$ cat src/rtl/mem_pkg.sv
`default_nettype none

package mem_pkg;

	// word address split as tag | index | offset
	localparam int OFFSET_W = 2;
	localparam int INDEX_W = 3;
	localparam int TAG_W = 11;

	localparam int LINE_WORDS = 4;
	localparam int NUM_LINES = 8;
	localparam int MEM_WORDS = 256;
	localparam int MEM_LINE_BITS = $clog2(MEM_WORDS / LINE_WORDS);
	// cycles from bus start to read data
	localparam int MEM_LATENCY = 4;
	// credits per port
	localparam int REQ_DEPTH = 2;

	typedef logic [15:0] word_t;
	typedef logic [15:0] addr_t;
	typedef logic [TAG_W-1:0] tag_t;
	typedef logic [INDEX_W-1:0] index_t;
	typedef logic [OFFSET_W-1:0] offset_t;
	typedef logic [TAG_W+INDEX_W-1:0] line_addr_t;
	// word 0 sits in the low bits
	typedef word_t [LINE_WORDS-1:0] line_t;

	function automatic tag_t addr_tag(addr_t a);
		return a[OFFSET_W+INDEX_W +: TAG_W];
	endfunction

	function automatic index_t addr_index(addr_t a);
		return a[OFFSET_W +: INDEX_W];
	endfunction

	function automatic offset_t addr_offset(addr_t a);
		return a[OFFSET_W-1:0];
	endfunction

	function automatic line_addr_t addr_line(addr_t a);
		return a[OFFSET_W +: TAG_W+INDEX_W];
	endfunction

endpackage

`default_nettype wire

$ cat src/rtl/bus_pkg.sv
`default_nettype none

package bus_pkg;

	// request as seen on a processor port
	typedef struct packed {
		logic is_write;
		mem_pkg::addr_t addr;
		mem_pkg::word_t wdata;
	} port_req_t;

	// one valid cycle per request, in order
	typedef struct packed {
		logic valid;
		mem_pkg::word_t rdata;
	} port_rsp_t;

	// line transfer between a cache and the shared memory
	typedef struct packed {
		logic valid;
		logic is_write;
		mem_pkg::line_addr_t line_addr;
		mem_pkg::line_t wline;
	} mem_req_t;

	typedef struct packed {
		logic done;
		mem_pkg::line_t rline;
	} mem_rsp_t;

	typedef enum logic {
		CLIENT_I,
		CLIENT_D
	} client_e;

endpackage

`default_nettype wire

$ cat src/rtl/main_memory.sv
`timescale 1ns/100ps
`default_nettype none

module main_memory (
	input wire clk,
	input wire reset_n,
	input wire bus_pkg::mem_req_t i_req,
	output bus_pkg::mem_rsp_t o_rsp
);
	import mem_pkg::*;

	word_t mem [MEM_WORDS];
	logic busy;
	logic done_q;
	logic read_ready;
	logic [$clog2(MEM_LATENCY+1)-1:0] cycle_cnt;
	logic [MEM_LINE_BITS-1:0] line_idx;
	line_t rline_q;

	// lines wrap onto the small array
	assign line_idx = i_req.line_addr[MEM_LINE_BITS-1:0];
	assign read_ready = busy && !done_q
		&& (cycle_cnt == $bits(cycle_cnt)'(MEM_LATENCY - 1));

	always_ff @(posedge clk) begin
		if (!reset_n) begin
			busy <= 1'b0;
			done_q <= 1'b0;
			cycle_cnt <= '0;
		end else if (!busy) begin
			if (i_req.valid) begin
				busy <= 1'b1;
				// write finishes in the next cycle
				done_q <= i_req.is_write;
				cycle_cnt <= 1'b1;
			end
		end else if (done_q) begin
			busy <= 1'b0;
			done_q <= 1'b0;
		end else begin
			if (read_ready) done_q <= 1'b1;
			cycle_cnt <= cycle_cnt + 1'b1;
		end
	end

	always_ff @(posedge clk) begin
		if (!busy && i_req.valid && i_req.is_write) begin
			for (int w = 0; w < LINE_WORDS; w++) begin
				mem[{line_idx, offset_t'(w)}] <= i_req.wline[w];
			end
		end
		if (read_ready) begin
			for (int w = 0; w < LINE_WORDS; w++) begin
				rline_q[w] <= mem[{line_idx, offset_t'(w)}];
			end
		end
	end

	assign o_rsp.done = done_q;
	assign o_rsp.rline = rline_q;

endmodule

`default_nettype wire

$ cat config.mk
export PLATFORM = sky130hd
export DESIGN_NAME = main_memory
export DESIGN_NICKNAME = d
export VERILOG_FILES = /design/src/rtl/mem_pkg.sv /design/src/rtl/bus_pkg.sv /design/src/rtl/main_memory.sv
export SDC_FILE = /design/constraint.sdc
export NUM_CORES = 2
export LEC_CHECK = 0
export BUFFER_PORTS_ARGS = -buffer_cell sky130_fd_sc_hd__buf_2
export CORE_UTILIZATION = 40
export CTS_BUF_LIST = sky130_fd_sc_hd__clkbuf_16
export CTS_CLUSTER_DIAMETER = 120
export DETAILED_ROUTE_END_ITERATION = 10
export PLACE_DENSITY_LB_ADDON = 0.15
export SLEW_MARGIN = 20
export SYNTH_ARGS = -nofsm -noshare
export SYNTH_HDL_FRONTEND = slang
export SYNTH_SLANG_ARGS = --single-unit
$ cat constraint.sdc
create_clock -name clk -period 7.1 [get_ports clk]
set_clock_uncertainty 0.05 [all_clocks]
set_input_delay 0.355 -clock clk [delete_from_list [all_inputs] [get_ports clk]]
set_output_delay 0.355 -clock clk [all_outputs]
set_load 0.02 [all_outputs]
# After elaboration in Yosys (flattened, before gate mapping)
# Memories as Yosys holds them, arrays and structs flattened. A register that Yosys moved wholly into a read port is not among the register bits.
# Index checks and enable logic that the tools add are counted.
[totals]
out_inout_bits = 65
elab_cells = 27
ram_bits = 4096
mem_count = 1
ff_bits = 5
[op_classes]
n_eq_ne = 2
n_reduce_logical = 8
muxes = 12
addsub = 1
[memory_table]
columns = ["memory", "depth", "width", "rd", "rd_clocked_by_memory_dff", "wr", "line", "source"]
rows = [
  ["mem", 256, 16, 4, 4, 4, "main_memory.sv:12", "word_t mem [MEM_WORDS];"],
]
[op_table]
columns = ["operator", "count"]
rows = [
  ["$mux 1", 9],
  ["$mux 3", 3],
  ["$logic_and 1x1->1", 4],
  ["$add 3x1->3 const B", 1],
  ["$eq 3x2->1 const B", 1],
  ["$logic_not 1->1", 2],
  ["$ne 2x2->1 const B", 1],
  ["$reduce_and 2->1", 1],
  ["$reduce_bool 2->1", 1],
]

# Logic depth before layout (Yosys ltp)
[depth]
depth_word = 6
mapped_depth = 11

# Worst setup path after synthesis
# No wires, ideal clock.
[synth_timing]
path_type = "input to register"
start = "in i_req[66] (netlist name)"
end = "mem mem[15][0] (netlist name), enable pin"
cell_stages = 8
t_arrival_ns = 4.404
t_required_ns = 6.563
path_slack_ns = 2.159
path_cell_list = "buf_6 -> clkinv_1 -> buf_2 -> clkbuf_1 -> clkbuf_1 -> nor3_1 -> nand2_1 -> nor2_1"
[synth_lines]
columns = ["item", "line", "source"]
rows = [
  ["start: declaration", "main_memory.sv:7", "input wire bus_pkg::mem_req_t i_req,"],
  ["end: declaration", "main_memory.sv:12", ""],
]

==> impl_metrics.toml <==
[status]
status = "finished clean"

[global_route]
track_usage = 0.270
grt_pass1_vias = 89000
grt_overflow_total = 0
grt_max_degree = 145
grt_first_pass_wirelength_mm = 738
antenna_found_initial = 38

[clocking]
numCtsBuffers = 439
cts_setup_buffers = 0
cts_sinks = 4165
h-tree-depth = 5
cts_max_path_buffers = 4
clk_latency_ns = 1.03
path_clk_slew_ns = 0.06
cts-root-buf = "clkbuf_16"
cts_tree = "yes"
ctsResizeCount = 0

[placed_design]
place_ws_ns = 2.40
hpwl_mm = 281
io_buffers = 138
gp_congestion = 0.802

[sta]
tns_ns = 0
finalCritPeriodShare = 0.550
setup_viol = 0
relSlewSlack = 0.0671
slew_violations = 0
setup_slack_ns = 3.20
clock.fmax_mhz = 256
rsz0062_at_grt = "no"
worst_pin_slew_ns = 1.40
hold_violations = 0
period_needed_ns = 3.90

[pwr]
p_seq_frac = 0.519
clkPwrFrac = 0.433
p_total_mw = 52.3
peakVddDrop_v = 0.000212
p_sw_mw = 11.5
p_int_mw = 40.8
p_leak_nw = 54.7
sw_frac_of_total = 0.221
power_density_nw_per_um2 = 293
pwr-share-comb = 0.048

[worst_setup_path]
worst-r2r-setup-slack_ns = 3.20
cp-start-kind = "input pin"
cp.arrival_ns = 4.71
cp_max_fo = 32
r2r-end = "mem[43][12]"
crit_type = "in -> reg"
required_ns = 7.90
regToRegStartpoint = "busy"
reg2regPathDepth = 4
crit_path_end_kind = "flip-flop"

[synthesis]
yosysTopAreaCell = "edfxtp_1"
syn_inst = 8576
ys_seq_area_frac = 0.802
synthTopCellsByArea = "edfxtp_1 80%, a221oi_1 4.5%, a22oi_1 4.0%, o22ai_1 1.8%, mux2i_1 1.2%"
ys_warn_count = 0
yosys-top-cells-count = "4160 x edfxtp_1, 834 x a22oi_1, 801 x a221oi_1"
synth_top_area_frac = 0.801
synth_fp_nets = 8660
yosysMostFrequentCell = "edfxtp_1"
synth_edf_count = 4160
synthArstFlopShare = 0
synth_area_um2 = 156000
ys.flop_type = "edfxtp_1"
synth_seq_cells = 4165
yosysUniqueCellTypes = 64
syn_avg_cell_area_um2 = 18.2

[layout]
n_fill_cell = 32900
nets = 8914
regArea_um2 = 125000
multi_input_area_um2 = 28500
drive_above_1_share = 0.151
synthToLayoutAreaGrowth_pct = 14.6

[floorplanning]
pin_count = 147
die_w_um = 626
initial_core_util = 0.403
die_area_um2 = 392000
rows = 228
die_h_um = 626
core_area_um2 = 387000

[route]
drtIter0Drc = 12600
wl_per_cell_um = 37.6
viasPerCell = 6.44
vias = 92500
first_pass_iters = 7
drcViolationCount = 0
postRouteAntennaNets = 0
wl_mm = 540

[hold_path]
min_to = "mem[55][13]"
hold_path_class = "in -> reg"
min_from = "i_req[13]"
hold_depth = 2

[job]
cap_violations = 0
[cell usage in the layout (no fill, tap or decap), drive strengths merged, types with 14 or more instances in the layout]
cell / netlist / final
edfxtp: 4160 / 4160
a22oi: 834 / 834
a221oi: 801 / 801
o22ai: 460 / 460
buf: 375 / 448
clkbuf: 309 / 444
nor2: 257 / 257
clkinv: 1 / 206
mux2i: 184 / 184
a21oi: 172 / 172
nor3: 166 / 166
mux2: 152 / 152
nand2: 128 / 128
inv: 5 / 95
o21ai: 84 / 84
dlygate4sd3: 0 / 49
bufinv: 0 / 46
mux4: 43 / 43
o22a: 41 / 41
a211oi: 40 / 40
o2111ai: 38 / 38
or3: 29 / 29
nand4: 24 / 24
nor4: 21 / 21
o221ai: 20 / 20
nand3: 16 / 16
o211ai: 14 / 14
a211o: 14 / 14
o2bb2ai: 14 / 14
a2111oi: 14 / 14
[worst max-delay path, stage by stage]
cell and delay (ns):
buf_4 0.41, buf_4 0.56, and3b_2 0.42, buf_4 0.71, nand2_1 0.96, buf_4 0.59
o22ai_1 0.26, nor3_1 0.08, nand3_1 0.12, or2_2 0.12
[logic make-up (layout without fill, tap and decap cells)]
family,Yosys count,count (layout),share of synthesized area
AOI/OAI and AO/OA,2646,2646,0.129
adders and majority gates,2,2,0.000160
buffers and inverters,690,1298,0.0196
DFF,4165,4165,0.802
muxes,379,379,0.0290
other,0,9,0
and+or+nand+nor,694,694,0.0205
[cell type report]
| cell class | count | area share |
|---|---|---|
| Sequential cell | 4165 | 0.700 |
| Clock inverter | 351 | 0.0172 |
| Antenna cell | 9 | 0.000126 |
| Timing Repair Buffer | 497 | 0.0248 |
| Inverter | 6 | 0.000224 |
| Clock buffer | 444 | 0.0622 |
| Multi-Input combinational cell | 3721 | 0.159 |
| Tap cell | 5175 | 0.0362 |
[how the worst max path moves through the flow]
stage,startpoint,end,cells past startpoint
4_1_cts,busy,mem[43][12],4
2_1_floorplan,i_req[66],mem[15][0],8
6_report,i_req[69],o_rsp[35],10
3_5_place_dp,i_req[69],o_rsp[39],10
5_1_grt,busy,mem[43][12],4
3_3_place_gp,i_req[66],mem[4][56],6
[stage by stage]
stage               std cells  utilization  cell area, µm²  hold slack [ns]
CTS                     14300        0.461          178000         0.000895
global placement        13500        0.423          164000            0.430
finish                  14400        0.462          179000           0.0151
detailed placement      13500        0.424          164000            0.428
global route            14400        0.462          179000           0.0157
floorplan                8576            -          156000            0.388
[metal layers]
| layer | vias to the layer above | track usage | wire, µm |
|---|---|---|---|
| met5 | - | 0 | 90 |
| li1 | 37100 | - | - |
| met3 | 967 | 0.0548 | 52000 |
| met1 | 49200 | 0.374 | 218000 |
| met4 | 14 | 0.0901 | 20500 |
| met2 | 5269 | 0.425 | 250000 |
[sequential cells by signal, summed over array words and instances, names as in the netlist]
register,flops
cycle_cnt,3
mem,4096
busy,1
o_rsp,64
done_q,1
[power by group through the flow]
stage               combinational, mW  clock (mW)  sequential [mW]
global route                     2.65        23.9             27.1
CTS                              2.49        22.9             27.1
global placement                 2.44           0             27.6
floorplan                        1.24           0             27.6
detailed placement               2.48           0             27.7
finish                           2.53        22.6             27.1
[timing repair]
| item | 4_1_cts | 5_1_grt |
|---|---|---|
| endpoints found under the hold margin | 736 | 1536 |
| setup endpoints to repair | 0 | 0 |
| hold buffers | 25 | 24 |
Note: power is estimated with default switching activity, not from simulation.
