`config.mk`:
```
export PLATFORM = sky130hd
export DESIGN_NAME = icache
export DESIGN_NICKNAME = d
export VERILOG_FILES = /design/src/rtl/mem_pkg.sv /design/src/rtl/bus_pkg.sv /design/src/rtl/icache.sv
export SDC_FILE = /design/constraint.sdc
export NUM_CORES = 1
export LEC_CHECK = 0
export BUFFER_PORTS_ARGS = -buffer_cell sky130_fd_sc_hd__buf_4
export CORE_MARGIN = 2
export CORE_UTILIZATION = 60
export CTS_CLUSTER_DIAMETER = 50
export CTS_CLUSTER_SIZE = 30
export DETAILED_ROUTE_END_ITERATION = 10
export PLACE_DENSITY = 0.8
export SYNTH_ARGS = -nofsm -noshare
export SYNTH_HDL_FRONTEND = slang
export SYNTH_SLANG_ARGS = --single-unit
```
`constraint.sdc`:
```
create_clock -name clk -period 16.8 [get_ports clk]
set_clock_uncertainty 0.2 [all_clocks]
set_input_delay 1.68 -clock clk [delete_from_list [all_inputs] [get_ports clk]]
set_output_delay 1.68 -clock clk [all_outputs]
set_load 0.02 [all_outputs]
```
`src/rtl/mem_pkg.sv`:
```
`default_nettype none

package mem_pkg;

	// word address split as tag | index | offset
	localparam int OFFSET_W = 2;
	localparam int INDEX_W = 3;
	localparam int TAG_W = 11;

	localparam int LINE_WORDS = 4;
	localparam int NUM_LINES = 8;
	localparam int MEM_WORDS = 256;
	localparam int MEM_LINE_BITS = $clog2(MEM_WORDS / LINE_WORDS);
	// cycles from bus start to read data
	localparam int MEM_LATENCY = 4;
	// credits per port
	localparam int REQ_DEPTH = 2;

	typedef logic [15:0] word_t;
	typedef logic [15:0] addr_t;
	typedef logic [TAG_W-1:0] tag_t;
	typedef logic [INDEX_W-1:0] index_t;
	typedef logic [OFFSET_W-1:0] offset_t;
	typedef logic [TAG_W+INDEX_W-1:0] line_addr_t;
	// word 0 sits in the low bits
	typedef word_t [LINE_WORDS-1:0] line_t;

	function automatic tag_t addr_tag(addr_t a);
		return a[OFFSET_W+INDEX_W +: TAG_W];
	endfunction

	function automatic index_t addr_index(addr_t a);
		return a[OFFSET_W +: INDEX_W];
	endfunction

	function automatic offset_t addr_offset(addr_t a);
		return a[OFFSET_W-1:0];
	endfunction

	function automatic line_addr_t addr_line(addr_t a);
		return a[OFFSET_W +: TAG_W+INDEX_W];
	endfunction

endpackage

`default_nettype wire

```
`src/rtl/bus_pkg.sv`:
```
`default_nettype none

package bus_pkg;

	// request as seen on a processor port
	typedef struct packed {
		logic is_write;
		mem_pkg::addr_t addr;
		mem_pkg::word_t wdata;
	} port_req_t;

	// one valid cycle per request, in order
	typedef struct packed {
		logic valid;
		mem_pkg::word_t rdata;
	} port_rsp_t;

	// line transfer between a cache and the shared memory
	typedef struct packed {
		logic valid;
		logic is_write;
		mem_pkg::line_addr_t line_addr;
		mem_pkg::line_t wline;
	} mem_req_t;

	typedef struct packed {
		logic done;
		mem_pkg::line_t rline;
	} mem_rsp_t;

	typedef enum logic {
		CLIENT_I,
		CLIENT_D
	} client_e;

endpackage

`default_nettype wire

```
`src/rtl/icache.sv`:
```
`timescale 1ns/100ps
`default_nettype none

module icache (
	input wire clk,
	input wire reset_n,
	input wire bus_pkg::port_req_t i_req,
	input wire i_req_valid,
	output logic o_pop,
	output bus_pkg::port_rsp_t o_rsp,
	output bus_pkg::mem_req_t o_mem_req,
	input wire bus_pkg::mem_rsp_t i_mem_rsp
);
	import mem_pkg::*;

	typedef enum logic {
		IDLE,
		FILL
	} state_t;

	state_t state;
	tag_t tags [NUM_LINES];
	line_t lines [NUM_LINES];
	logic [NUM_LINES-1:0] line_valid;

	tag_t req_tag;
	index_t req_index;
	offset_t req_offset;
	logic hit;
	logic rsp_valid;
	word_t rsp_data;

	assign req_tag = addr_tag(i_req.addr);
	assign req_index = addr_index(i_req.addr);
	assign req_offset = addr_offset(i_req.addr);
	assign hit = line_valid[req_index] && (tags[req_index] == req_tag);

	// writes are not served here, they leave at once with a zero answer
	assign o_pop = (state == IDLE) && i_req_valid && (hit || i_req.is_write);

	// head entry stays put during the fill, so its address drives the bus
	assign o_mem_req.valid = (state == FILL);
	assign o_mem_req.is_write = 1'b0;
	assign o_mem_req.line_addr = addr_line(i_req.addr);
	assign o_mem_req.wline = '0;

	always_ff @(posedge clk) begin
		if (!reset_n) begin
			state <= IDLE;
			line_valid <= '0;
			rsp_valid <= 1'b0;
		end else begin
			rsp_valid <= o_pop;
			case (state)
				IDLE: begin
					if (i_req_valid && !i_req.is_write && !hit) state <= FILL;
				end
				FILL: begin
					if (i_mem_rsp.done) begin
						line_valid[req_index] <= 1'b1;
						state <= IDLE;
					end
				end
			endcase
		end
	end

	always_ff @(posedge clk) begin
		if (o_pop) rsp_data <= i_req.is_write ? '0 : lines[req_index][req_offset];
		if ((state == FILL) && i_mem_rsp.done) begin
			lines[req_index] <= i_mem_rsp.rline;
			tags[req_index] <= req_tag;
		end
	end

	assign o_rsp.valid = rsp_valid;
	assign o_rsp.rdata = rsp_data;

endmodule

`default_nettype wire

```
Word-level counts from Yosys, hierarchy flattened. Memories as Yosys holds them, arrays and structs flattened. Cells that the tools add are included.

Add/sub/neg operators: 0. $mul: 0. Divide/modulo/power cells: 0. Magnitude comparators: 3. Equal/unequal tests: 1. Shift-type cells: 0. Mux-type cells: 11. Bitwise gates (word level): 2. Reduce and logical (&&, ||, !) cells: 11.

Operators with widths (count): binary-select mux 16 bit (select 2 bit) (1); 2-to-1 mux 16 bit (1); == test 11 bit (1); OR 8 bit (1); logical AND 1 bit (7); 2-to-1 mux 1 bit (6); less-than comparator 3 x 4 -> 1 bit, second input constant (1); binary-select mux 1 bit (select 3 bit) (1); demux 1 bit (select 3 bit) (1); greater-or-equal comparator 3 x 1 -> 1 bit, second input constant (1); less-than comparator 2 x 3 -> 1 bit, second input constant (1); logical NOT 1 bit (2); case mux 1 bit (2 select lines) (1); AND reduction 2 bit (1); logical OR 1 bit (1); inverter 1 bit (1).

Register bits: 26. Latch bits: 0. Bits in writable memories: 600. Memory bits (read-only): 0. Input port bits: 101. Output and inout bits: 98. Memories kept: 2.

Memories: lines (depth 8, bits a word 64, rd ports 1, clocked after Yosys merged registers in 0, write ports 1, RTL line icache.sv:23) `line_t lines [NUM_LINES];`; tags (depth 8, bits a word 11, rd ports 1, clocked after Yosys merged registers in 0, write ports 1, RTL line icache.sv:22) `tag_t tags [NUM_LINES];`.

Logic depth before layout (Yosys ltp).
Word-level depth: 7. Depth in mapped cells: 10. Mapped depth without buffers: 7.

Worst setup path before layout. No wires, ideal clock.

Path kind: in2reg. From: in i_req[18] (netlist bit). To: mem lines[1][0] (netlist bit), enable pin. Arrival time: 7.785 ns. Slack: 8.212 ns. Cell stages on the path: 6. Cell sequence: buf_6 -> buf_6 -> buf_4 -> buf_2 -> nand3_1 -> nor3_1.

RTL lines: from (decl) (RTL line icache.sv:7) `input wire bus_pkg::port_req_t i_req,`; to (decl) (RTL line icache.sv:23).

Straight into the memory's write port.

Final worst setup path.
From: in i_req[18] (netlist bit). To: out o_pop.

Cells in the longest elaborated chain, start to end: 5.

RTL lines: memory read (8 x 11 bit) / binary-select mux 1 bit (select 3 bit) (equally long branches); == test 11 bit / 2-to-1 mux 1 bit (equally long branches) (RTL line icache.sv:36) `assign hit = line_valid[req_index] && (tags[req_index] == req_tag);`; logical AND 1 bit * (RTL line icache.sv:36); logical OR 1 bit * (RTL line icache.sv:39) `assign o_pop = (state == IDLE) && i_req_valid && (hit || i_req.is_write);`; logical AND 1 bit * (RTL line icache.sv:39); to (decl) (RTL line icache.sv:9) `output logic o_pop,`.

Mark *: on every way between the ends. The rest lies on a longest branch, timed or not. The select of a mux whose other input is x is not followed.

==> impl_metrics.json <==
{
  "status": "completed",
  "finalSetupViolCount": 0,
  "place_ws_ps": 9520,
  "numCtsBuffers": 41,
  "grt_pass1_wl_um": 68000,
  "hold_ws_ps": 270,
  "area_delta_synth_final_pct": 9.94,
  "whs_path_depth": 1,
  "multiInputGateArea_sq_mm": 0.00512,
  "tightest_slew_ps": 1190,
  "synth.most_common_cell": "edfxtp_1",
  "overflow": 0,
  "crit_type": "input port to output pin",
  "num_rows": 73,
  "p_leak_uw": 0.00867,
  "maxSlewHeadroom_pct": 20.8,
  "setup_tns_ps": 0,
  "wl_um": 45400,
  "postCtsSetupBuffers": 0,
  "required_ps": 14920,
  "cts_buffer_depth": 3,
  "fillers": 2450,
  "io-pin-count": 199,
  "cp-start-kind": "input port",
  "root_buffer": "clkbuf_16",
  "cts_hold_buf": 0,
  "yosysTopAreaCellShare_pct": 75.7,
  "final_nets": 1265,
  "drc": 0,
  "syn_avg_cell_area_sq_um": 23.2,
  "worst_slack_ps": 9580,
  "ant_nets": 0,
  "syn_area_sq_mm": 0.0244,
  "maxCapViolations": 0,
  "first_pass_iters": 5,
  "core_sq_mm": 0.0400,
  "end_kind": "output pin",
  "cts_resized": 0,
  "synth-seq-cells": 626,
  "irDropWorstVdd_v": 0.0000920,
  "clock-sinks": 626,
  "die_w_um": 206,
  "htreeDepth": 2,
  "hpwl_um": 24800,
  "yosys_warnings": 0,
  "r2r_start": "state$_SDFF_PN0_",
  "wirelength_met1_um": 18300,
  "power_uw": 2930,
  "min_from": "line_valid[6]$_SDFFE_PN0P_",
  "synth_edf_count": 616,
  "dr.first_iter.drc_count": 1143,
  "place.port_buffers": 117,
  "min_to": "line_valid[6]$_SDFFE_PN0P_",
  "p_per_area_mw_per_mm2": 109,
  "worst-path-max-fanout": 32,
  "syn_inst": 1054,
  "grt_pass1_vias": 10731,
  "clk_latency_ps": 560,
  "antenna_found_initial": 7,
  "post-route-period-util_pct": 43.0,
  "synth-seq-area-share_pct": 76.5,
  "gp_congestion": 0.765,
  "vias_per_cell": 6.13,
  "start_util_pct": 61.1,
  "cts_tree": "built",
  "hold_path.class": "flop to flop",
  "grtUsageTotal_pct": 22.2,
  "fmax_mhz": 139,
  "rr_endpoint": "lines[1][19]$_DFFE_PP_",
  "highest_layer": "met5",
  "drt-wirelength-per-cell_um": 26.4,
  "period_minus_slack_ps": 7220,
  "dieArea_sq_mm": 0.0424,
  "seqCellArea_sq_mm": 0.0187,
  "num_vias": 10571,
  "cts.clk_slew.worst_paths_ps": 80,
  "reg2reg_setup_slack_ps": 13640,
  "rsz0062_at_grt": "false",
  "stdcell_count": 1724,
  "yosys.area.top_type": "edfxtp_1",
  "synth_flop_cell": "edfxtp_1",
  "drive_gt1_share_pct": 32.9,
  "netlist_top_cells_count": "edfxtp_1, mux4_2, buf_4",
  "hold_viol_final": 0,
  "wl_met3_um": 3610,
  "drv_slew": 0,
  "arrival_ps": 5340,
  "fp.dieH_um": 206,
  "dp_cells": 1646,
  "synth_cell_types": 31,
  "grt_max_degree": 95,
  "synthArstFlopShare_pct": 0,
  "rr_worst_depth": 3,
  "synth_area_leaders": "edfxtp_1, mux4_2, buf_4",
  "routed-wl-met2_um": 22600
}
-- critical path, stage by stage --
cell and delay, ps:
buf_4 460, buf_4 640, mux4_2 570, mux2i_1 170, xor2_1 180, nand4_1 150, nor3_2 340, o21a_1 780
buf_4 280
-- through the flow --
stage | cell area, sq um | util, %
4_1_cts | 26900 | 67.1
3_5_place_dp | 25500 | 63.7
5_1_grt | 26900 | 67.1
2_1_floorplan | 24700 | -
3_3_place_gp | 25500 | 63.7
6_report | 26900 | 67.2
-- cell families after synthesis --
| kind of cell | Yosys count | share of synthesized area (%) |
|---|---|---|
| flip-flops | 626 | 76.5 |
| multiplexers | 214 | 17.7 |
| buffers and inverters | 130 | 3.72 |
| AND/OR/NAND/NOR | 50 | 0.963 |
| AO/OA/AOI/OAI | 23 | 0.707 |
| XOR/XNOR | 10 | 0.358 |
| other | 1 | 0.0153 |
-- placed cells by master (no fill, tap or decap), types with 2 or more instances in the layout --
cell type   instances
inv_16              2
mux2_2              8
clkbuf_16          42
buf_4             131
clkinv_2            2
diode_2             3
edfxtp_1          616
clkbuf_1            3
dfxtp_1            10
inv_6              11
xor2_1              5
clkinvlp_4          3
nand2_1             7
conb_1             65
nor3_1              2
o22ai_1             5
nand3b_1            2
o21a_1              9
xnor2_1             5
mux4_2            174
clkinv_8            4
nor2_1             18
nand2b_1            6
clkinv_1            3
mux2i_1            32
clkinv_4            2
nor2b_1             3
a221oi_1            3
inv_12              2
nand4_1             2
nor2_4              6
nor3_2              3
-- sequential cells by signal, indices dropped and copies added (netlist names) --
| name | flops |
|---|---|
| lines | 512 |
| tags | 88 |
| rsp_data | 16 |
| line_valid | 8 |
| rsp_valid | 1 |
| state | 1 |
-- per-layer routing --
metal,up-vias,track usage [%]
met5,-,0
met2,437,36.0
met4,10,5.08
li1,4488,-
met3,74,5.00
met1,5562,31.7
-- worst max-delay path by stage --
| stage | endpoint | startpoint | cells past startpoint |
|---|---|---|---|
| CTS | o_pop | i_req[18] | 9 |
| detailed placement | o_pop | i_req[18] | 9 |
| finish | o_pop | i_req[18] | 9 |
| global placement | o_pop | i_req[18] | 9 |
| floorplan | lines[1][0]$_DFFE_PP_ | i_req[18] | 6 |
| global route | o_pop | i_req[19] | 10 |
-- report_power, final --
group          internal [uW]  leakage, uW  total (uW)  switching [uW]
combinational           71.5      0.00237         168            96.6
sequential              1720      0.00563        1730            2.78
clock                    490     0.000660        1030             544
total                   2280      0.00867        2930             644
-- layout make-up --
type,instances,share of cell area (%)
diodes,3,0.0279
clock buffers,45,3.95
clock inverters,30,1.14
multi-input cells,362,19.1
flip-flops and latches,626,69.6
well taps,525,2.45
repair buffers,133,3.76
Note: power is estimated with default switching activity, not from simulation.
