$ cat config.mk
export PLATFORM = sky130hd
export DESIGN_NAME = dcache
export DESIGN_NICKNAME = d
export VERILOG_FILES = /design/src/rtl/mem_pkg.sv /design/src/rtl/bus_pkg.sv /design/src/rtl/dcache.sv
export SDC_FILE = /design/constraint.sdc
export NUM_CORES = 1
export LEC_CHECK = 0
export BUFFER_PORTS_ARGS = -buffer_cell sky130_fd_sc_hd__buf_4
export CORE_UTILIZATION = 63
export CTS_BUF_LIST = sky130_fd_sc_hd__clkbuf_16
export CTS_CLUSTER_DIAMETER = 60
export DETAILED_ROUTE_END_ITERATION = 10
export GPL_TIMING_DRIVEN = 1
export PLACE_DENSITY = 0.84
export SLEW_MARGIN = 20
export SYNTH_ARGS = -nofsm -noshare
export SYNTH_HDL_FRONTEND = slang
export SYNTH_SLANG_ARGS = --single-unit
$ cat constraint.sdc
create_clock -name clk -period 8.5 [get_ports clk]
set_input_delay 2.55 -clock clk [delete_from_list [all_inputs] [get_ports clk]]
set_output_delay 2.55 -clock clk [all_outputs]
set_load 0.005 [all_outputs]
$ cat src/rtl/mem_pkg.sv
`default_nettype none

package mem_pkg;

	// word address split as tag | index | offset
	localparam int OFFSET_W = 2;
	localparam int INDEX_W = 3;
	localparam int TAG_W = 11;

	localparam int LINE_WORDS = 4;
	localparam int NUM_LINES = 8;
	localparam int MEM_WORDS = 256;
	localparam int MEM_LINE_BITS = $clog2(MEM_WORDS / LINE_WORDS);
	// cycles from bus start to read data
	localparam int MEM_LATENCY = 4;
	// credits per port
	localparam int REQ_DEPTH = 2;

	typedef logic [15:0] word_t;
	typedef logic [15:0] addr_t;
	typedef logic [TAG_W-1:0] tag_t;
	typedef logic [INDEX_W-1:0] index_t;
	typedef logic [OFFSET_W-1:0] offset_t;
	typedef logic [TAG_W+INDEX_W-1:0] line_addr_t;
	// word 0 sits in the low bits
	typedef word_t [LINE_WORDS-1:0] line_t;

	function automatic tag_t addr_tag(addr_t a);
		return a[OFFSET_W+INDEX_W +: TAG_W];
	endfunction

	function automatic index_t addr_index(addr_t a);
		return a[OFFSET_W +: INDEX_W];
	endfunction

	function automatic offset_t addr_offset(addr_t a);
		return a[OFFSET_W-1:0];
	endfunction

	function automatic line_addr_t addr_line(addr_t a);
		return a[OFFSET_W +: TAG_W+INDEX_W];
	endfunction

endpackage

`default_nettype wire

$ cat src/rtl/bus_pkg.sv
`default_nettype none

package bus_pkg;

	// request as seen on a processor port
	typedef struct packed {
		logic is_write;
		mem_pkg::addr_t addr;
		mem_pkg::word_t wdata;
	} port_req_t;

	// one valid cycle per request, in order
	typedef struct packed {
		logic valid;
		mem_pkg::word_t rdata;
	} port_rsp_t;

	// line transfer between a cache and the shared memory
	typedef struct packed {
		logic valid;
		logic is_write;
		mem_pkg::line_addr_t line_addr;
		mem_pkg::line_t wline;
	} mem_req_t;

	typedef struct packed {
		logic done;
		mem_pkg::line_t rline;
	} mem_rsp_t;

	typedef enum logic {
		CLIENT_I,
		CLIENT_D
	} client_e;

endpackage

`default_nettype wire

$ cat src/rtl/dcache.sv
`timescale 1ns/100ps
`default_nettype none

module dcache (
	input wire clk,
	input wire reset_n,
	input wire bus_pkg::port_req_t i_req,
	input wire i_req_valid,
	output logic o_pop,
	output bus_pkg::port_rsp_t o_rsp,
	output bus_pkg::mem_req_t o_mem_req,
	input wire bus_pkg::mem_rsp_t i_mem_rsp
);
	import mem_pkg::*;

	typedef enum logic [1:0] {
		IDLE,
		WRITEBACK,
		FILL
	} state_t;

	state_t state;
	tag_t tags [NUM_LINES];
	line_t lines [NUM_LINES];
	logic [NUM_LINES-1:0] line_valid;
	logic [NUM_LINES-1:0] line_dirty;

	tag_t req_tag;
	index_t req_index;
	offset_t req_offset;
	logic hit;
	logic victim_dirty;
	logic rsp_valid;
	word_t rsp_data;

	assign req_tag = addr_tag(i_req.addr);
	assign req_index = addr_index(i_req.addr);
	assign req_offset = addr_offset(i_req.addr);
	assign hit = line_valid[req_index] && (tags[req_index] == req_tag);
	assign victim_dirty = line_valid[req_index] && line_dirty[req_index];

	// a miss leaves the entry at the head and retries as a hit after the fill
	assign o_pop = (state == IDLE) && i_req_valid && hit;

	// request stays up across writeback and fill so the arbiter keeps the grant
	assign o_mem_req.valid = (state != IDLE);
	assign o_mem_req.is_write = (state == WRITEBACK);
	// victim goes back to the line it came from
	assign o_mem_req.line_addr = (state == WRITEBACK) ? {tags[req_index], req_index}
		: addr_line(i_req.addr);
	assign o_mem_req.wline = lines[req_index];

	always_ff @(posedge clk) begin
		if (!reset_n) begin
			state <= IDLE;
			line_valid <= '0;
			line_dirty <= '0;
			rsp_valid <= 1'b0;
		end else begin
			rsp_valid <= o_pop;
			case (state)
				IDLE: begin
					if (o_pop && i_req.is_write) line_dirty[req_index] <= 1'b1;
					if (i_req_valid && !hit) begin
						state <= victim_dirty ? WRITEBACK : FILL;
					end
				end
				WRITEBACK: begin
					if (i_mem_rsp.done) state <= FILL;
				end
				FILL: begin
					if (i_mem_rsp.done) begin
						line_valid[req_index] <= 1'b1;
						line_dirty[req_index] <= 1'b0;
						state <= IDLE;
					end
				end
				default: state <= IDLE;
			endcase
		end
	end

	always_ff @(posedge clk) begin
		if (o_pop) begin
			if (i_req.is_write) begin
				lines[req_index][req_offset] <= i_req.wdata;
				// writes echo the stored word
				rsp_data <= i_req.wdata;
			end else begin
				rsp_data <= lines[req_index][req_offset];
			end
		end
		if ((state == FILL) && i_mem_rsp.done) begin
			lines[req_index] <= i_mem_rsp.rline;
			tags[req_index] <= req_tag;
		end
	end

	assign o_rsp.valid = rsp_valid;
	assign o_rsp.rdata = rsp_data;

endmodule

`default_nettype wire

## After elaboration in Yosys (flattened, before gate mapping)

Memory sizes are Yosys's and may differ from the RTL's.
Cells that the tools add are included.

- Word-level logic and storage cells: 191
- Flip-flop bits (word level): 35
- Memories: 2
- Output and inout port bits: 98
- Memory bits (writable): 600

- Eq/ne operators: 7
- Muxes and demuxes: 89
- Bitwise operators: 68
- Reduce and logical (&&, ||, !) cells: 16
- Magnitude comparators: 4

Memories:

| memory | words | width | read ports | clocked after Yosys merged registers in | wr ports | line | text |
|---|---|---|---|---|---|---|---|
| lines | 8 | 64 | 1 | 0 | 1 | dcache.sv:24 | `line_t lines [NUM_LINES];` |
| tags | 8 | 11 | 1 | 0 | 1 | dcache.sv:23 | `tag_t tags [NUM_LINES];` |

Operators with widths:

| operator | count |
|---|---|
| 1-bit two-way mux | 71 |
| 64-bit two-way mux | 1 |
| 1-bit bitwise OR | 64 |
| 16-bit two-way mux | 3 |
| 16-bit binary-select mux with 2-bit select | 1 |
| 16-bit demux with 2-bit select | 1 |
| 8-bit two-way mux | 2 |
| 8-bit bitwise OR | 2 |
| 8-bit one-hot mux with 2 select lines | 1 |
| 14-bit two-way mux | 1 |
| 11-bit equality test | 1 |
| 1-bit logical AND | 9 |
| 8-bit bitwise AND | 1 |
| 2-bit two-way mux | 4 |
| 8-bit NOT | 1 |
| 1-bit binary-select mux with 3-bit select | 2 |
| 2-bit by 1-bit != test with 1-bit output, second input constant | 3 |
| 2-bit one-hot mux with 3 select lines | 1 |
| 3-bit AND reduction | 2 |
| 3-bit by 4-bit less-than comparator with 1-bit output, second input constant | 1 |
| 2-bit nonzero test | 2 |
| 1-bit demux with 3-bit select | 1 |
| 3-bit by 1-bit >= comparator with 1-bit output, second input constant | 1 |
| 2-bit by 3-bit less-than comparator with 1-bit output, second input constant | 1 |
| 7 further kinds | 7 |

## Logic depth before layout (Yosys ltp)

- Word-level depth: 8
- Depth in mapped cells: 11

## Least setup slack after synthesis

Ideal clock, no wire load.

- Kind: input to output
- Start point: input port i_req[18] (netlist name)
- End point: output port o_pop
- Path slack: 1.175 ns
- Cell stages on the path: 8
- Path buffers: 1
- Arrival: 4.775 ns
- Cell sequence: buf_6 > mux4_2 > mux2i_2 > xor2_1 > nand3_1 > nor4_4 > and3_1 > and2_1

- Longest elaborated chain between the ends: 4
- Elaborated cells on any way between the ends: 6

RTL lines:

| what | line | text |
|---|---|---|
| start, declared | dcache.sv:7 | `input wire bus_pkg::port_req_t i_req,` |
| memory read 8 x 11 bit / 1-bit binary-select mux with 3-bit select (equally long branches) | -- |  |
| 11-bit equality test / 1-bit two-way mux (equally long branches) | dcache.sv:39 | `assign hit = line_valid[req_index] && (tags[req_index] == req_tag);` |
| 1-bit logical AND (*) | dcache.sv:39 |  |
| 1-bit logical AND (*) | dcache.sv:43 | `assign o_pop = (state == IDLE) && i_req_valid && hit;` |
| end, declared | dcache.sv:9 | `output logic o_pop,` |

Mark *: on every way between the ends. The rest lies on a longest branch, timed or not. The select of a mux whose other input is x is not followed.

## Final worst setup path

Same ends and word-level chain as after synthesis.

==> results.md <==
* Status: completed
* Tot Pwr at 6.56 mW
* PD cells at 225 nW/µm²
* FMAX at 124 MHz
* Register area at 18,900 µm²
* Worst Path Arrival at 5.53 ns
* First-pass GRT wire length at 106,000 µm
* Share of cells above drive strength 1 at 0.278
* Initial Util at 0.641
* Initial antenna violation count at 4
* Die footprint at 40,300 µm²
* Die height at 201 µm
* Relative slew slack at 0.238
* Nets at 1,812
* CP Depth at 9
* Yosys warning count at 0
* Xor/xnor share of the synthesized area at 0.00317
* Sequential area share after synthesis at 0.759
* Largest family of logic cells by synthesized area: compound AO/OA/AOI/OAI gates
* Commonest non-fill, non-tap cell in the layout: edfxtp_1
* Setup bufs post-CTS at 0
* RSZ-0062 raised after global routing: false
* DRC Markers at 0
* Port Buffers at 198
* Via density at 7.02
* Critical Path End Type: output pin
* Max Slew Vio Count at 0
* Vias in the first global route at 16,100
* Cell area after synthesis at 24,900 µm²
* Share of synthesized registers carrying an async set or reset at 0
* Worst reg2reg startpoint: tags[1][1]
* Most numerous cell on the critical path: buf_4
* Top FF cell, synth: edfxtp_1
* CTS tree: yes
* Reg-to-reg setup timing slack at 4.97 ns
* Hold Buf Count CTS at 0
* Post-synthesis simple-gate area fraction at 0.0572
* Adder-Cell Fraction of Synth Area at 0
* Final Cycle Share at 0.951
* Register-to-Register Path Depth at 9
* Crit path kind: in -> out
* CP startpoint kind: input port
* Final WL at 74,000 µm
* Diode count at 0
* Synth unique cells at 55
* MaxCap Viol Count at 0
* GRT overflow at 0
* Area occupied by multi-input gates at 5700 µm²
* Vias at 15,900
* Clock Latency Late Sink at 0.63 ns
* Critical Path Slowest Stage Cell: buf_4
* IO Count at 199
* Final Setup Violations at 0
* Area grow syn2layout at 17.2%
* CTS max path bufs at 3
* Fin area at 29,200 µm²
* Core area at 38,800 µm²
* Yosys reg bits at 635
* Largest stage delay, worst path at 0.63 ns
* Final worst slack at 0.418 ns
* Die width at 201 µm
* RR Endpoint: lines[1][0]
* H-tree Lvls at 2
* Clock Tree Root: clkbuf_16
* Global Route Usage Sum at 0.371
* DR WL/cell at 32.6 µm
* Final GP Congestion at 0.878
* Most frequent cells in the layout: 616 x edfxtp_1, 264 x buf_4, 188 x a22oi_1, 167 x nand2_1, 59 x clkbuf_16
* CTS-repair resized insts at 0
* Hold Vio Cnt, Final at 0
* Iter 0 DRT Violations at 2,619
* Post-synth EDFFs at 616
* Post-route ant nets at 0
* Multiplexer share of the synthesized area at 0.0597
* TritonCTS Buffers at 58
* Minimum hold slack at 0.471 ns
* HP Start: line_valid[0]
* Pre-antenna DRT Iters at 6
* # clock sinks at 635
* Worst min path class: reg -> reg
* Largest net degree at the start of global routing at 65
* VDD IR max at 0.000275 V
* Syn_nets at 1,579
* Worst-path cell chain: buf_4, buf_4, mux2_2, a221oi_2, xnor2_1, nor3_2, and3_1, and2_1, buf_4
* Leak at 9.91 nW
* Area after DPL at 27,300 µm²
* Top cell family by delay on the critical path: buffers and inverters
* Worst path bufs/invs at 3
* Critical Path RT at 5.95 ns
* Setup Skew at 0.0331 ns
* Worst-path clk slew at 0.06 ns
* Crit Path Max Fanout at 42
* FILL cells at 2,054
* Compound-Gate Fraction of Synth Area at 0.102
* Final worst path period need at 8.08 ns
* Gate Count Post-Synth at 1,478
* Worst slew pin tran at 1.14 ns
* Post-Syn Area per Cell at 16.8 µm²
* Pre-CTS WS at 0.289 ns
* DP HPWL at 44,500 µm
* Floorplan row count at 72
* Setup TNS at 0 ns
* Worst hold path depth at 1
* Hold EP: line_valid[0]
worst max-delay path by stage:
| stage | startpoint | to |
|---|---|---|
| after floorplan | i_req[18] | o_pop |
| after global placement | i_req[18] | o_mem_req[59] |
| after detailed placement | i_req[18] | o_mem_req[59] |
| after CTS | i_req[18] | o_mem_req[59] |
| after global routing | i_req[18] | o_pop |
| final | i_req[18] | o_pop |
stage by stage:
stage | utilization | std cells
after floorplan | - | 1478
after global placement | 0.704 | 2169
after detailed placement | 0.704 | 2169
after CTS | 0.751 | 2271
after global routing | 0.751 | 2271
final | 0.751 | 2271
report_power, final:
part,internal [mW],total [mW],leakage [nW],switching [mW]
registers,3.49,3.50,5.71,0.00802
clock network,1.40,2.53,0.918,1.13
logic,0.182,0.528,3.27,0.346
total,5.08,6.56,9.91,1.48
flip-flops by register name, indices dropped and copies added (netlist names), named ones only:
register and count:
lines 512, tags 88, rsp_data 16, line_valid 8
state 2, rsp_valid 1
worst reg2reg max path: stages (launching register included):
cell,delay [ns]
edfxtp_1,0.38
mux4_2,0.46
mux2i_2,0.20
xor2_1,0.18
nand3_1,0.21
nor4_4,0.35
buf_4,0.30
nand4_4,0.25
a21oi_4,0.70
buf_4,0.26
routing by layer:
| metal | share of wire | track usage | wire, µm | vias to the layer above |
|---|---|---|---|---|
| li1 | - | - | - | 6434 |
| met4 | 0.069 | 0.231 | 5080 | 8 |
| met3 | 0.15 | 0.0976 | 11400 | 293 |
| met1 | 0.32 | 0.481 | 23800 | 7620 |
| met5 | 0.00080 | 0 | 59 | - |
| met2 | 0.45 | 0.565 | 33600 | 1581 |
synthesized netlist by cell type, types with 3 or more instances:
cell type  number  area, µm²
nor3b_2         8        100
edfxtp_1      616      18500
and3_1          5       31.3
a22o_1         16        140
mux2i_1        32        320
nand4_1        32        200
a221o_1         6       60.1
nor2b_1         6       37.5
mux2_2         37        417
nand3_1        18       90.1
and2_1          6       37.5
a22oi_1       188       1410
nand2_1       167        627
mux2_1          6       67.6
xor2_1          3       26.3
nand2b_1        7       43.8
dfxtp_1        19        380
nor2_1         26       97.6
clkbuf_1       53        199
nor3_1          3       15.0
mux4_2         29        653
a21oi_1        50        250
buf_2          14       70.1
o221ai_1        5       43.8
o21ai_0        17       85.1
buf_4           9       67.6
a221oi_1       26        228
o21a_1          8       60.1
a222oi_1        3       30.0
xnor2_1         6       52.6
buf_6           6       67.6
buf_1          15       56.3
a41oi_2         8        130
cell families (layout without fill, tap and decap cells):
kind of cell	count (synthesis)	count (layout)
DFF	635	635
xor gates and xnor gates	9	9
AOI/OAI and AO/OA	339	339
and+or+nand+nor	290	290
buffers and inverters	99	374
muxes	106	106
final cells by class:
cell class / instances / share of cell area
Sequential cell: 635 / 0.647
Multi-Input combinational cell: 744 / 0.195
Timing Repair Buffer: 270 / 0.0721
Clock buffer: 59 / 0.0506
Tap cell: 518 / 0.0222
Clock inverter: 43 / 0.0119
Inverter: 2 / 0.000257
Note: power is estimated with default switching activity, not from simulation.
