[src/rtl/mem_pkg.sv]
`default_nettype none

package mem_pkg;

	// word address split as tag | index | offset
	localparam int OFFSET_W = 2;
	localparam int INDEX_W = 3;
	localparam int TAG_W = 11;

	localparam int LINE_WORDS = 4;
	localparam int NUM_LINES = 8;
	localparam int MEM_WORDS = 256;
	localparam int MEM_LINE_BITS = $clog2(MEM_WORDS / LINE_WORDS);
	// cycles from bus start to read data
	localparam int MEM_LATENCY = 4;
	// credits per port
	localparam int REQ_DEPTH = 2;

	typedef logic [15:0] word_t;
	typedef logic [15:0] addr_t;
	typedef logic [TAG_W-1:0] tag_t;
	typedef logic [INDEX_W-1:0] index_t;
	typedef logic [OFFSET_W-1:0] offset_t;
	typedef logic [TAG_W+INDEX_W-1:0] line_addr_t;
	// word 0 sits in the low bits
	typedef word_t [LINE_WORDS-1:0] line_t;

	function automatic tag_t addr_tag(addr_t a);
		return a[OFFSET_W+INDEX_W +: TAG_W];
	endfunction

	function automatic index_t addr_index(addr_t a);
		return a[OFFSET_W +: INDEX_W];
	endfunction

	function automatic offset_t addr_offset(addr_t a);
		return a[OFFSET_W-1:0];
	endfunction

	function automatic line_addr_t addr_line(addr_t a);
		return a[OFFSET_W +: TAG_W+INDEX_W];
	endfunction

endpackage

`default_nettype wire

[src/rtl/bus_pkg.sv]
`default_nettype none

package bus_pkg;

	// request as seen on a processor port
	typedef struct packed {
		logic is_write;
		mem_pkg::addr_t addr;
		mem_pkg::word_t wdata;
	} port_req_t;

	// one valid cycle per request, in order
	typedef struct packed {
		logic valid;
		mem_pkg::word_t rdata;
	} port_rsp_t;

	// line transfer between a cache and the shared memory
	typedef struct packed {
		logic valid;
		logic is_write;
		mem_pkg::line_addr_t line_addr;
		mem_pkg::line_t wline;
	} mem_req_t;

	typedef struct packed {
		logic done;
		mem_pkg::line_t rline;
	} mem_rsp_t;

	typedef enum logic {
		CLIENT_I,
		CLIENT_D
	} client_e;

endpackage

`default_nettype wire

[src/rtl/req_queue.sv]
`timescale 1ns/100ps
`default_nettype none

module req_queue (
	input wire clk,
	input wire reset_n,
	input wire i_push,
	input wire bus_pkg::port_req_t i_req,
	input wire i_pop,
	output bus_pkg::port_req_t o_head,
	output logic o_head_valid,
	output logic o_credit
);
	import mem_pkg::*;
	import bus_pkg::*;

	port_req_t entries [REQ_DEPTH];
	logic [$clog2(REQ_DEPTH)-1:0] rd_ptr;
	logic [$clog2(REQ_DEPTH)-1:0] wr_ptr;
	logic [$clog2(REQ_DEPTH+1)-1:0] count;

	always_ff @(posedge clk) begin
		if (!reset_n) begin
			rd_ptr <= '0;
			wr_ptr <= '0;
			count <= '0;
			o_credit <= 1'b0;
		end else begin
			if (i_push) wr_ptr <= wr_ptr + 1'b1;
			if (i_pop) rd_ptr <= rd_ptr + 1'b1;
			case ({i_push, i_pop})
				2'b10: count <= count + 1'b1;
				2'b01: count <= count - 1'b1;
				default: count <= count;
			endcase
			// sender gets its credit back one cycle after the entry leaves
			o_credit <= i_pop;
		end
	end

	always_ff @(posedge clk) begin
		if (i_push) entries[wr_ptr] <= i_req;
	end

	assign o_head = entries[rd_ptr];
	assign o_head_valid = (count != '0);

endmodule

`default_nettype wire

[config.mk]
export PLATFORM = sky130hd
export DESIGN_NAME = req_queue
export DESIGN_NICKNAME = d
export VERILOG_FILES = /design/src/rtl/mem_pkg.sv /design/src/rtl/bus_pkg.sv /design/src/rtl/req_queue.sv
export SDC_FILE = /design/constraint.sdc
export NUM_CORES = 1
export LEC_CHECK = 0
export BUFFER_PORTS_ARGS = -buffer_cell sky130_fd_sc_hd__buf_2
export CAP_MARGIN = 5
export CELL_PAD_IN_SITES_DETAIL_PLACEMENT = 2
export CELL_PAD_IN_SITES_GLOBAL_PLACEMENT = 2
export CORE_ASPECT_RATIO = 0.8
export CORE_MARGIN = 2
export CORE_UTILIZATION = 42
export CTS_BUF_LIST = sky130_fd_sc_hd__clkbuf_2 sky130_fd_sc_hd__clkbuf_4 sky130_fd_sc_hd__clkbuf_8
export CTS_CLUSTER_SIZE = 25
export DETAILED_ROUTE_END_ITERATION = 8
export GPL_ROUTABILITY_DRIVEN = 0
export PLACE_DENSITY = 0.93
export SYNTH_ARGS = -nofsm -noshare
export SYNTH_HDL_FRONTEND = slang
export SYNTH_SLANG_ARGS = --single-unit
[constraint.sdc]
create_clock -name clk -period 6.5 [get_ports clk]
set_input_delay 0.65 -clock clk [delete_from_list [all_inputs] [get_ports clk]]
set_output_delay 0.65 -clock clk [all_outputs]
set_load 0.05 [all_outputs]
# Word level (Yosys, flattened, before mapping)
# Memories as Yosys holds them, arrays and structs flattened. A register that Yosys moved wholly into a read port is not among the register bits.
# Cells that the tools add are included.
[totals] ram_bits=66 regBits=5 n_memories=1 output_inout_bits=35
[classes] muxes=5 n_eq_ne=2 n_reduce_logical=2 add_sub_neg=4
[memory_table] memory="entries" words=2 word_bits=33 read_ports=1 rd_ports_with_merged_regs=1 write_ports=1 line="req_queue.sv:17" rtl="port_req_t entries [REQ_DEPTH];"
[ops] operator="$mux 1" count=4
[ops] operator="$pmux 2 s2" count=1
[ops] operator="$reduce_bool 2->1" count=2
[ops] operator="$add 1x1->1 const B" count=2
[ops] operator="$add 2x1->2 const B" count=1
[ops] operator="$eq 2x1->1 const B" count=1
[ops] operator="$eq 2x2->1 const B" count=1
[ops] operator="$sub 2x1->2 const B" count=1

# Logic depth before layout (Yosys ltp)
# Gate-level depths: netlist (run 1).
[logic_depth] ltp_word=3 depth_mapped=5 ltp_nobuf=5

# Worst setup path after synthesis (run 1)
# Ideal clock, no wire load.
[synth_path] path_kind="input to register" from="input port i_push" to="memory entries[0][0] (netlist bit), enable pin" path_stages=2 setup_ns=0.425 path_slack_ns=3.948 t_arrival_ns=2.127 path_cell_list="inv_1 -> nor2_1"
[synth_between] elab_chain_cells=2
[synth_lines] item="from (decl)" line="req_queue.sv:7" rtl="input wire i_push,"
[synth_lines] item="$mux 1" line="req_queue.sv:42" rtl="if (i_push) entries[wr_ptr] <= i_req;"
[synth_lines] item="$mux 1 (not written as such)" line="req_queue.sv:42"
[synth_lines] item="to (decl)" line="req_queue.sv:17"
# Every way passes these cells.

==> results.sh, run 1 <==
export IMPL_status="finished clean"
export IMPL_synthCells=126
export IMPL_antenna_violations_before_repair=0
export IMPL_timing_hold_ws_ps=488.7
export IMPL_path_cells="buf_4 > mux2_2 > buf_2"
export IMPL_seq_area_frac_synth_pct=80.54
export IMPL_pwr_density_cell_nw_per_um2=334.2
export IMPL_most_common_layout_cells="71 x sky130_fd_sc_hd__buf_2, 66 x sky130_fd_sc_hd__edfxtp_1, 33 x sky130_fd_sc_hd__mux2_2"
export IMPL_pin_count_of_the_biggest_net_entering_global_routing=35
export IMPL_most_common_library_cell_in_the_layout_ignoring_fill_and_taps="sky130_fd_sc_hd__buf_2"
export IMPL_r2r_start="wr_ptr$_SDFFE_PN0P_"
export IMPL_synthesis_nets=164
export IMPL_grt_overflow_total=0
export IMPL_placementRows=25
export IMPL_tritoncts="yes"
export IMPL_maxClockFrequency_ghz=0.4250
export IMPL_timing_worst_setup_path_type="flop to primary output"
export IMPL_num_nets_final=244
export IMPL_setup_worst_path_end_class="primary output"
export IMPL_drive_above_1_share_pct=57.35
export IMPL_timing_final_crit_period_ps=2353
export IMPL_grt_first_pass_wirelength_um=9121
export IMPL_first_global_vias=1570
export IMPL_clock_network_fraction_of_total_power_pct=34.2
export IMPL_netSwitchingFraction_pct=27.33
export IMPL_seq_power_share_pct=49.4
export IMPL_finalMaxSlewViolations=0
export IMPL_cell_internal_pwr_mw=0.7966
export IMPL_min_path_type="input pin to flop"
export IMPL_cts_repair_timing_setup_buffer_count=0
export IMPL_timing_max_slew_rel_slack_pct=32.40
export IMPL_cts_sinks=72
export IMPL_drc_errors=0
export IMPL_slowest_stage="sky130_fd_sc_hd__mux2_2"
export IMPL_drtIter0Drc=47
export IMPL_count_of_nets_left_with_antenna_violations_after_detail_routing=0
export IMPL_die_w_um=92.14
export IMPL_starting_density_of_the_core_pct=43.92
export IMPL_critPathArrivalTime_ps=1700
export IMPL_io_pins=72
export IMPL_final_cell_count_no_fill=292
export IMPL_synth_distinct_cells=16
export IMPL_post_layout_total_power_mw=1.096
export IMPL_yosysWarnings=0
export IMPL_power_ir_vdd_worst_uv=183.4
export IMPL_clk_latency_ps=340
export IMPL_average_routed_wire_per_standard_cell_um=20.30
export IMPL_vias=1404
export IMPL_core_region_area_um2=5943
export IMPL_report_final_hold_viol_count=0
export IMPL_layout_overhead_on_the_synthesized_area_pct=25.65
export IMPL_cts_repair_resize_count=0
export IMPL_timing_final_ws_setup_ps=4147
export IMPL_avgSynthCellArea_um2=20.71
export IMPL_clock_edge_transition_at_the_registers_on_the_reported_setup_and_hold_paths_ps=80
export IMPL_finalSetupTns_ps=0
export IMPL_drv_max_cap_violation_count=0
export IMPL_detailedPlace_worstSlack_ps=4445
export IMPL_critical_path_top_delay_family="buffers and inverters"
export IMPL_yosys_register_bits=72
export IMPL_finalCritPeriodShare_pct=36.20
export IMPL_htree_num_levels=3
export IMPL_switching_power_mw=0.2995
export IMPL_unrepaired_setup_endpoints_after_global_routing="no"
export IMPL_cts_hold_buffers=0
export IMPL_start_kind="flop"
export IMPL_finalSetupViolations=0
export IMPL_ctsRootBufferMaster="sky130_fd_sc_hd__clkbuf_8"
export IMPL_globalRouteTotalUtil_pct=19.10
export IMPL_finClkSkew_ps=5.017
export IMPL_static_leakage_power_nw=1.234
export IMPL_dp_cells=276
export IMPL_post_layout_utilization_of_the_core_pct=55.18
export IMPL_timing_critical_path_buf_inv=2
export IMPL_die_height_um=74.51
export IMPL_detailed_place_area_um2=3069
export IMPL_crit_path_max_incr_delay_ps=410
export IMPL_firstDrtPassIters=3
export IMPL_numCtsBuffers=9
export IMPL_hpwlAfterDp_um=4158
export IMPL_floorplan_die_area_um2=6865
export IMPL_min_from="i_req[16]"
export IMPL_n_antenna_cell=0
export IMPL_finalInstanceArea_um2=3279
export IMPL_transition_time_of_the_tightest_slew_check_pin_ps=1012
export IMPL_io_buffers=71
export IMPL_comb_power_share_pct=16.4
export IMPL_critical_path_fanout_max=33
export IMPL_synthesis_area_um2=2610
export IMPL_clock_tree_buffer_depth=2
export IMPL_critPathRequiredTime_ps=5850
export IMPL_finalWirelength_um=5927
export IMPL_drt_vias_per_instance=4.808
[cell families (layout without fill, tap and decap cells)]
logic type / Yosys count / count (layout) / synth area share (%)
xor gates and xnor gates: 3 / 3 / 1.007
DFF: 72 / 72 / 80.54
and+or+nand+nor: 9 / 9 / 2.062
muxes: 33 / 33 / 14.24
AOI/OAI and AO/OA: 3 / 3 / 0.7670
buffers and inverters: 5 / 90 / 0.9107
adders and majority gates: 1 / 1 / 0.4793
[Yosys cell counts]
library cell	n	share of area (%)
sky130_fd_sc_hd__edfxtp_1	66	76
sky130_fd_sc_hd__a21boi_1	1	0.29
sky130_fd_sc_hd__xnor2_1	2	0.67
sky130_fd_sc_hd__and2_1	5	1.2
sky130_fd_sc_hd__xor2_1	1	0.34
sky130_fd_sc_hd__nor2_1	1	0.14
sky130_fd_sc_hd__or3_1	1	0.24
sky130_fd_sc_hd__o21a_1	1	0.29
sky130_fd_sc_hd__mux2_2	33	14
sky130_fd_sc_hd__dfxtp_1	6	4.6
sky130_fd_sc_hd__or2_2	1	0.24
sky130_fd_sc_hd__inv_1	1	0.14
sky130_fd_sc_hd__buf_2	4	0.77
sky130_fd_sc_hd__ha_1	1	0.48
sky130_fd_sc_hd__nor2b_1	1	0.24
sky130_fd_sc_hd__o21ai_0	1	0.19
[cell type report]
| cell class | instances | area [µm²] |
|---|---|---|
| inverters | 1 | 3.754 |
| fillers | 537 | 2664 |
| clock inverters | 7 | 86.33 |
| flip-flops and latches | 72 | 2102 |
| well taps | 81 | 101.3 |
| multi-input cells | 49 | 491.7 |
| repair buffers | 73 | 370.4 |
| clock buffers | 9 | 123.9 |
[path summary, 6_finish.rpt]
path / to / slack [ps] / depth (start not counted)
setup / recovery: o_head[5] / 4150 / 3
hold / removal: entries[0][16]$_DFFE_PP_ / 490 / 1
hold reg to reg: count[1]$_SDFFE_PN0P_ / 540 / 2
setup reg to reg: entries[1][19]$_DFFE_PP_ / 4870 / 2
[power groups by stage]
| stage | logic, mW | registers, mW | clock network [mW] |
|---|---|---|---|
| 4_1_cts | 0.182 | 0.542 | 0.387 |
| 3_3_place_gp | 0.174 | 0.549 | 0 |
| 6_report | 0.179 | 0.542 | 0.375 |
| 2_1_floorplan | 0.132 | 0.549 | 0 |
| 5_1_grt | 0.189 | 0.544 | 0.401 |
| 3_5_place_dp | 0.181 | 0.552 | 0 |
[state kept, by name, summed over array words and instances, names as in the netlist, named ones only]
| name | cells |
|---|---|
| count | 2 |
| entries | 66 |
| o_credit | 1 |
| rd_ptr | 1 |
| wr_ptr | 1 |
[per-layer routing]
metal | part of all wire [%] | up-vias | GRT usage [%] | routed length [µm]
met2 | 52 | 57 | 33.99 | 3111
met3 | 7.1 | 5 | 8.409 | 420
li1 | - | 646 | - | -
met4 | 0.57 | 0 | 5.970 | 34
met5 | 0 | - | 0 | 0
met1 | 40 | 696 | 21.10 | 2360
Note: power is estimated with default switching activity, not from simulation.
==> inputs of run 2 (changes only) <==
--- a/config.mk
+++ b/config.mk
@@ -11,12 +11,12 @@
 export CELL_PAD_IN_SITES_GLOBAL_PLACEMENT = 2
 export CORE_ASPECT_RATIO = 0.8
 export CORE_MARGIN = 2
-export CORE_UTILIZATION = 42
+export CORE_UTILIZATION = 35
 export CTS_BUF_LIST = sky130_fd_sc_hd__clkbuf_2 sky130_fd_sc_hd__clkbuf_4 sky130_fd_sc_hd__clkbuf_8
 export CTS_CLUSTER_SIZE = 25
 export DETAILED_ROUTE_END_ITERATION = 8
 export GPL_ROUTABILITY_DRIVEN = 0
-export PLACE_DENSITY = 0.93
+export PLACE_DENSITY = 0.84
 export SYNTH_ARGS = -nofsm -noshare
 export SYNTH_HDL_FRONTEND = slang
 export SYNTH_SLANG_ARGS = --single-unit
==> constraint.sdc (replaced) <==
create_clock -name clk -period 2.11 [get_ports clk]
set_input_delay 0.211 -clock clk [delete_from_list [all_inputs] [get_ports clk]]
set_output_delay 0.211 -clock clk [all_outputs]
set_load 0.05 [all_outputs]
==> run 2 against run 1 <==
  * Die area is 19% higher
  * Total power grew to 3.1 times the previous value
  * Sequential power grew to 3.1 times the previous value
  * Largest power group unchanged
==> results.sh, run 2 (synthesis gave the netlist of run 1 again) <==
export IMPL_status="finished clean"
export IMPL_timing_final_crit_period_ps=1825
export IMPL_ff2ff_setup_slack_ps=800
export IMPL_starting_density_of_the_core_pct=35.65
export IMPL_count_of_nets_left_with_antenna_violations_after_detail_routing=0
export IMPL_finalMaxSlewViolations=0
export IMPL_pin_count_of_the_biggest_net_entering_global_routing=34
export IMPL_report_final_hold_viol_count=0
export IMPL_clock_edge_transition_at_the_registers_on_the_reported_setup_and_hold_paths_ps=80
export IMPL_timing_max_slew_rel_slack_pct=68.07
export IMPL_io_pins=72
export IMPL_grt_overflow_total=0
export IMPL_max_reg_flops=66
export IMPL_cts_repair_resize_count=0
export IMPL_cts_sinks=72
export IMPL_finalWirelength_um=5426
export IMPL_top_register="entries"
export IMPL_die_w_um=100.5
export IMPL_average_routed_wire_per_standard_cell_um=17.91
export IMPL_num_nets_final=246
export IMPL_drive_above_1_share_pct=58.69
export IMPL_critPathArrivalTime_ps=1610
export IMPL_timing_worst_setup_path_type="flop to primary output"
export IMPL_transition_time_of_the_tightest_slew_check_pin_ps=479.0
export IMPL_drv_max_cap_violation_count=0
export IMPL_final_cell_count_no_fill=303
export IMPL_layout_filler_cells=697
export IMPL_start_kind="flop"
export IMPL_clk_latency_ps=350
export IMPL_maxClockFrequency_ghz=0.5479
export IMPL_finalSetupViolations=0
export IMPL_finalCritPeriodShare_pct=86.50
export IMPL_first_global_vias=1584
export IMPL_ctsRootBufferMaster="sky130_fd_sc_hd__clkbuf_8"
export IMPL_path_cells="buf_4 > mux2_2 > buf_2"
export IMPL_die_height_um=81.24
export IMPL_critical_path_fanout_max=25
export IMPL_ff_latch_area_um2=2102
export IMPL_dp_cells=287
export IMPL_io_buffers=71
export IMPL_cts_repair_timing_setup_buffer_count=0
export IMPL_floorplan_die_area_um2=8168
export IMPL_timing_hold_ws_ps=52.55
export IMPL_drt_vias_per_instance=4.627
export IMPL_finalSetupTns_ps=0
export IMPL_firstDrtPassIters=2
export IMPL_critPathRequiredTime_ps=1900
export IMPL_tritoncts="yes"
export IMPL_static_leakage_power_nw=1.250
export IMPL_post_layout_total_power_mw=3.386
export IMPL_n_antenna_cell=0
export IMPL_slowest_stage="sky130_fd_sc_hd__mux2_2"
export IMPL_htree_num_levels=3
export IMPL_placementRows=28
export IMPL_core_region_area_um2=7322
export IMPL_grt_first_pass_wirelength_um=8300
export IMPL_drtIter0Drc=48
export IMPL_pwr_density_cell_nw_per_um2=1023
export IMPL_vias=1402
export IMPL_clock_tree_buffer_depth=2
export IMPL_hpwlAfterDp_um=3756
export IMPL_globalRouteTotalUtil_pct=14.19
export IMPL_most_common_library_cell_in_the_layout_ignoring_fill_and_taps="sky130_fd_sc_hd__buf_2"
export IMPL_unrepaired_setup_endpoints_after_global_routing="no"
export IMPL_numCtsBuffers=9
export IMPL_most_common_layout_cells="71 x sky130_fd_sc_hd__buf_2, 66 x sky130_fd_sc_hd__edfxtp_1, 33 x sky130_fd_sc_hd__mux2_2"
export IMPL_antenna_violations_before_repair=0
export IMPL_crit_path_max_incr_delay_ps=390
export IMPL_biggestRegsByFlops="entries: 66 flops, count: 2 flops"
export IMPL_layout_overhead_on_the_synthesized_area_pct=26.85
export IMPL_drc_errors=0
export IMPL_multiInputGateArea_um2=491.7
export IMPL_setup_worst_path_end_class="primary output"
export IMPL_power_ir_vdd_worst_uv=401.3
export IMPL_min_path_type="input pin to flop"
export IMPL_cts_hold_buffers=0
export IMPL_finClkSkew_ps=9.792
[run 2: changes by cell type in the layout (fill, tap and decap cells not counted)]
cell                       previous run  this run
sky130_fd_sc_hd__buf_4                2         4
sky130_fd_sc_hd__clkbuf_4             0         1
sky130_fd_sc_hd__clkinv_1             3         1
sky130_fd_sc_hd__clkinv_2             0         1
[run 2: power by group]
part	internal [mW]	leakage (nW)	switching [mW]	total (mW)
sequential	1.64	0.669	0.0232	1.67
combinational	0.162	0.477	0.387	0.549
clock	0.673	0.103	0.499	1.17
total	2.48	1.25	0.910	3.39
[run 2: critical path: cells and delay by family, from the launching register on]
kind	cells	cell delay, ps
flip-flops	1	330
buffers and inverters	2	550
multiplexers	1	390
[run 2: final cells by class]
type / instances / share of cell area, %
clock buffer: 10 / 3.968
multi-input combinational: 49 / 14.85
clock inverter: 6 / 2.532
tap: 90 / 3.401
sequential: 72 / 63.49
timing repair buffer: 75 / 11.64
inverter: 1 / 0.1134
[run 2: path summary, 6_finish.rpt]
check | startpoint | end | depth (start not counted)
max | flop | o_head[32] | 3
min | i_req[17] | entries[0][17]$_DFFE_PP_ | 1
max reg2reg | wr_ptr$_SDFFE_PN0P_ | entries[1][25]$_DFFE_PP_ | 2
min reg2reg | count[1]$_SDFFE_PN0P_ | count[1]$_SDFFE_PN0P_ | 2
[run 2: metal layers]
layer	share of wire (%)	vias up	GRT usage (%)
met3	5.5	7	5.680
met1	41	704	15.70
met2	52	45	24.83
met4	1.3	0	5.342
met5	0	-	0
li1	-	646	-
[run 2: stage by stage]
step	utilization [%]	cell area (µm²)	setup WS (ps)
floorplan	-	2613	498.0
global placement	42.28	3095	643.1
detailed placement	42.28	3095	634.1
CTS	45.22	3311	248.2
global route	45.22	3311	202.5
finish	45.22	3311	284.8
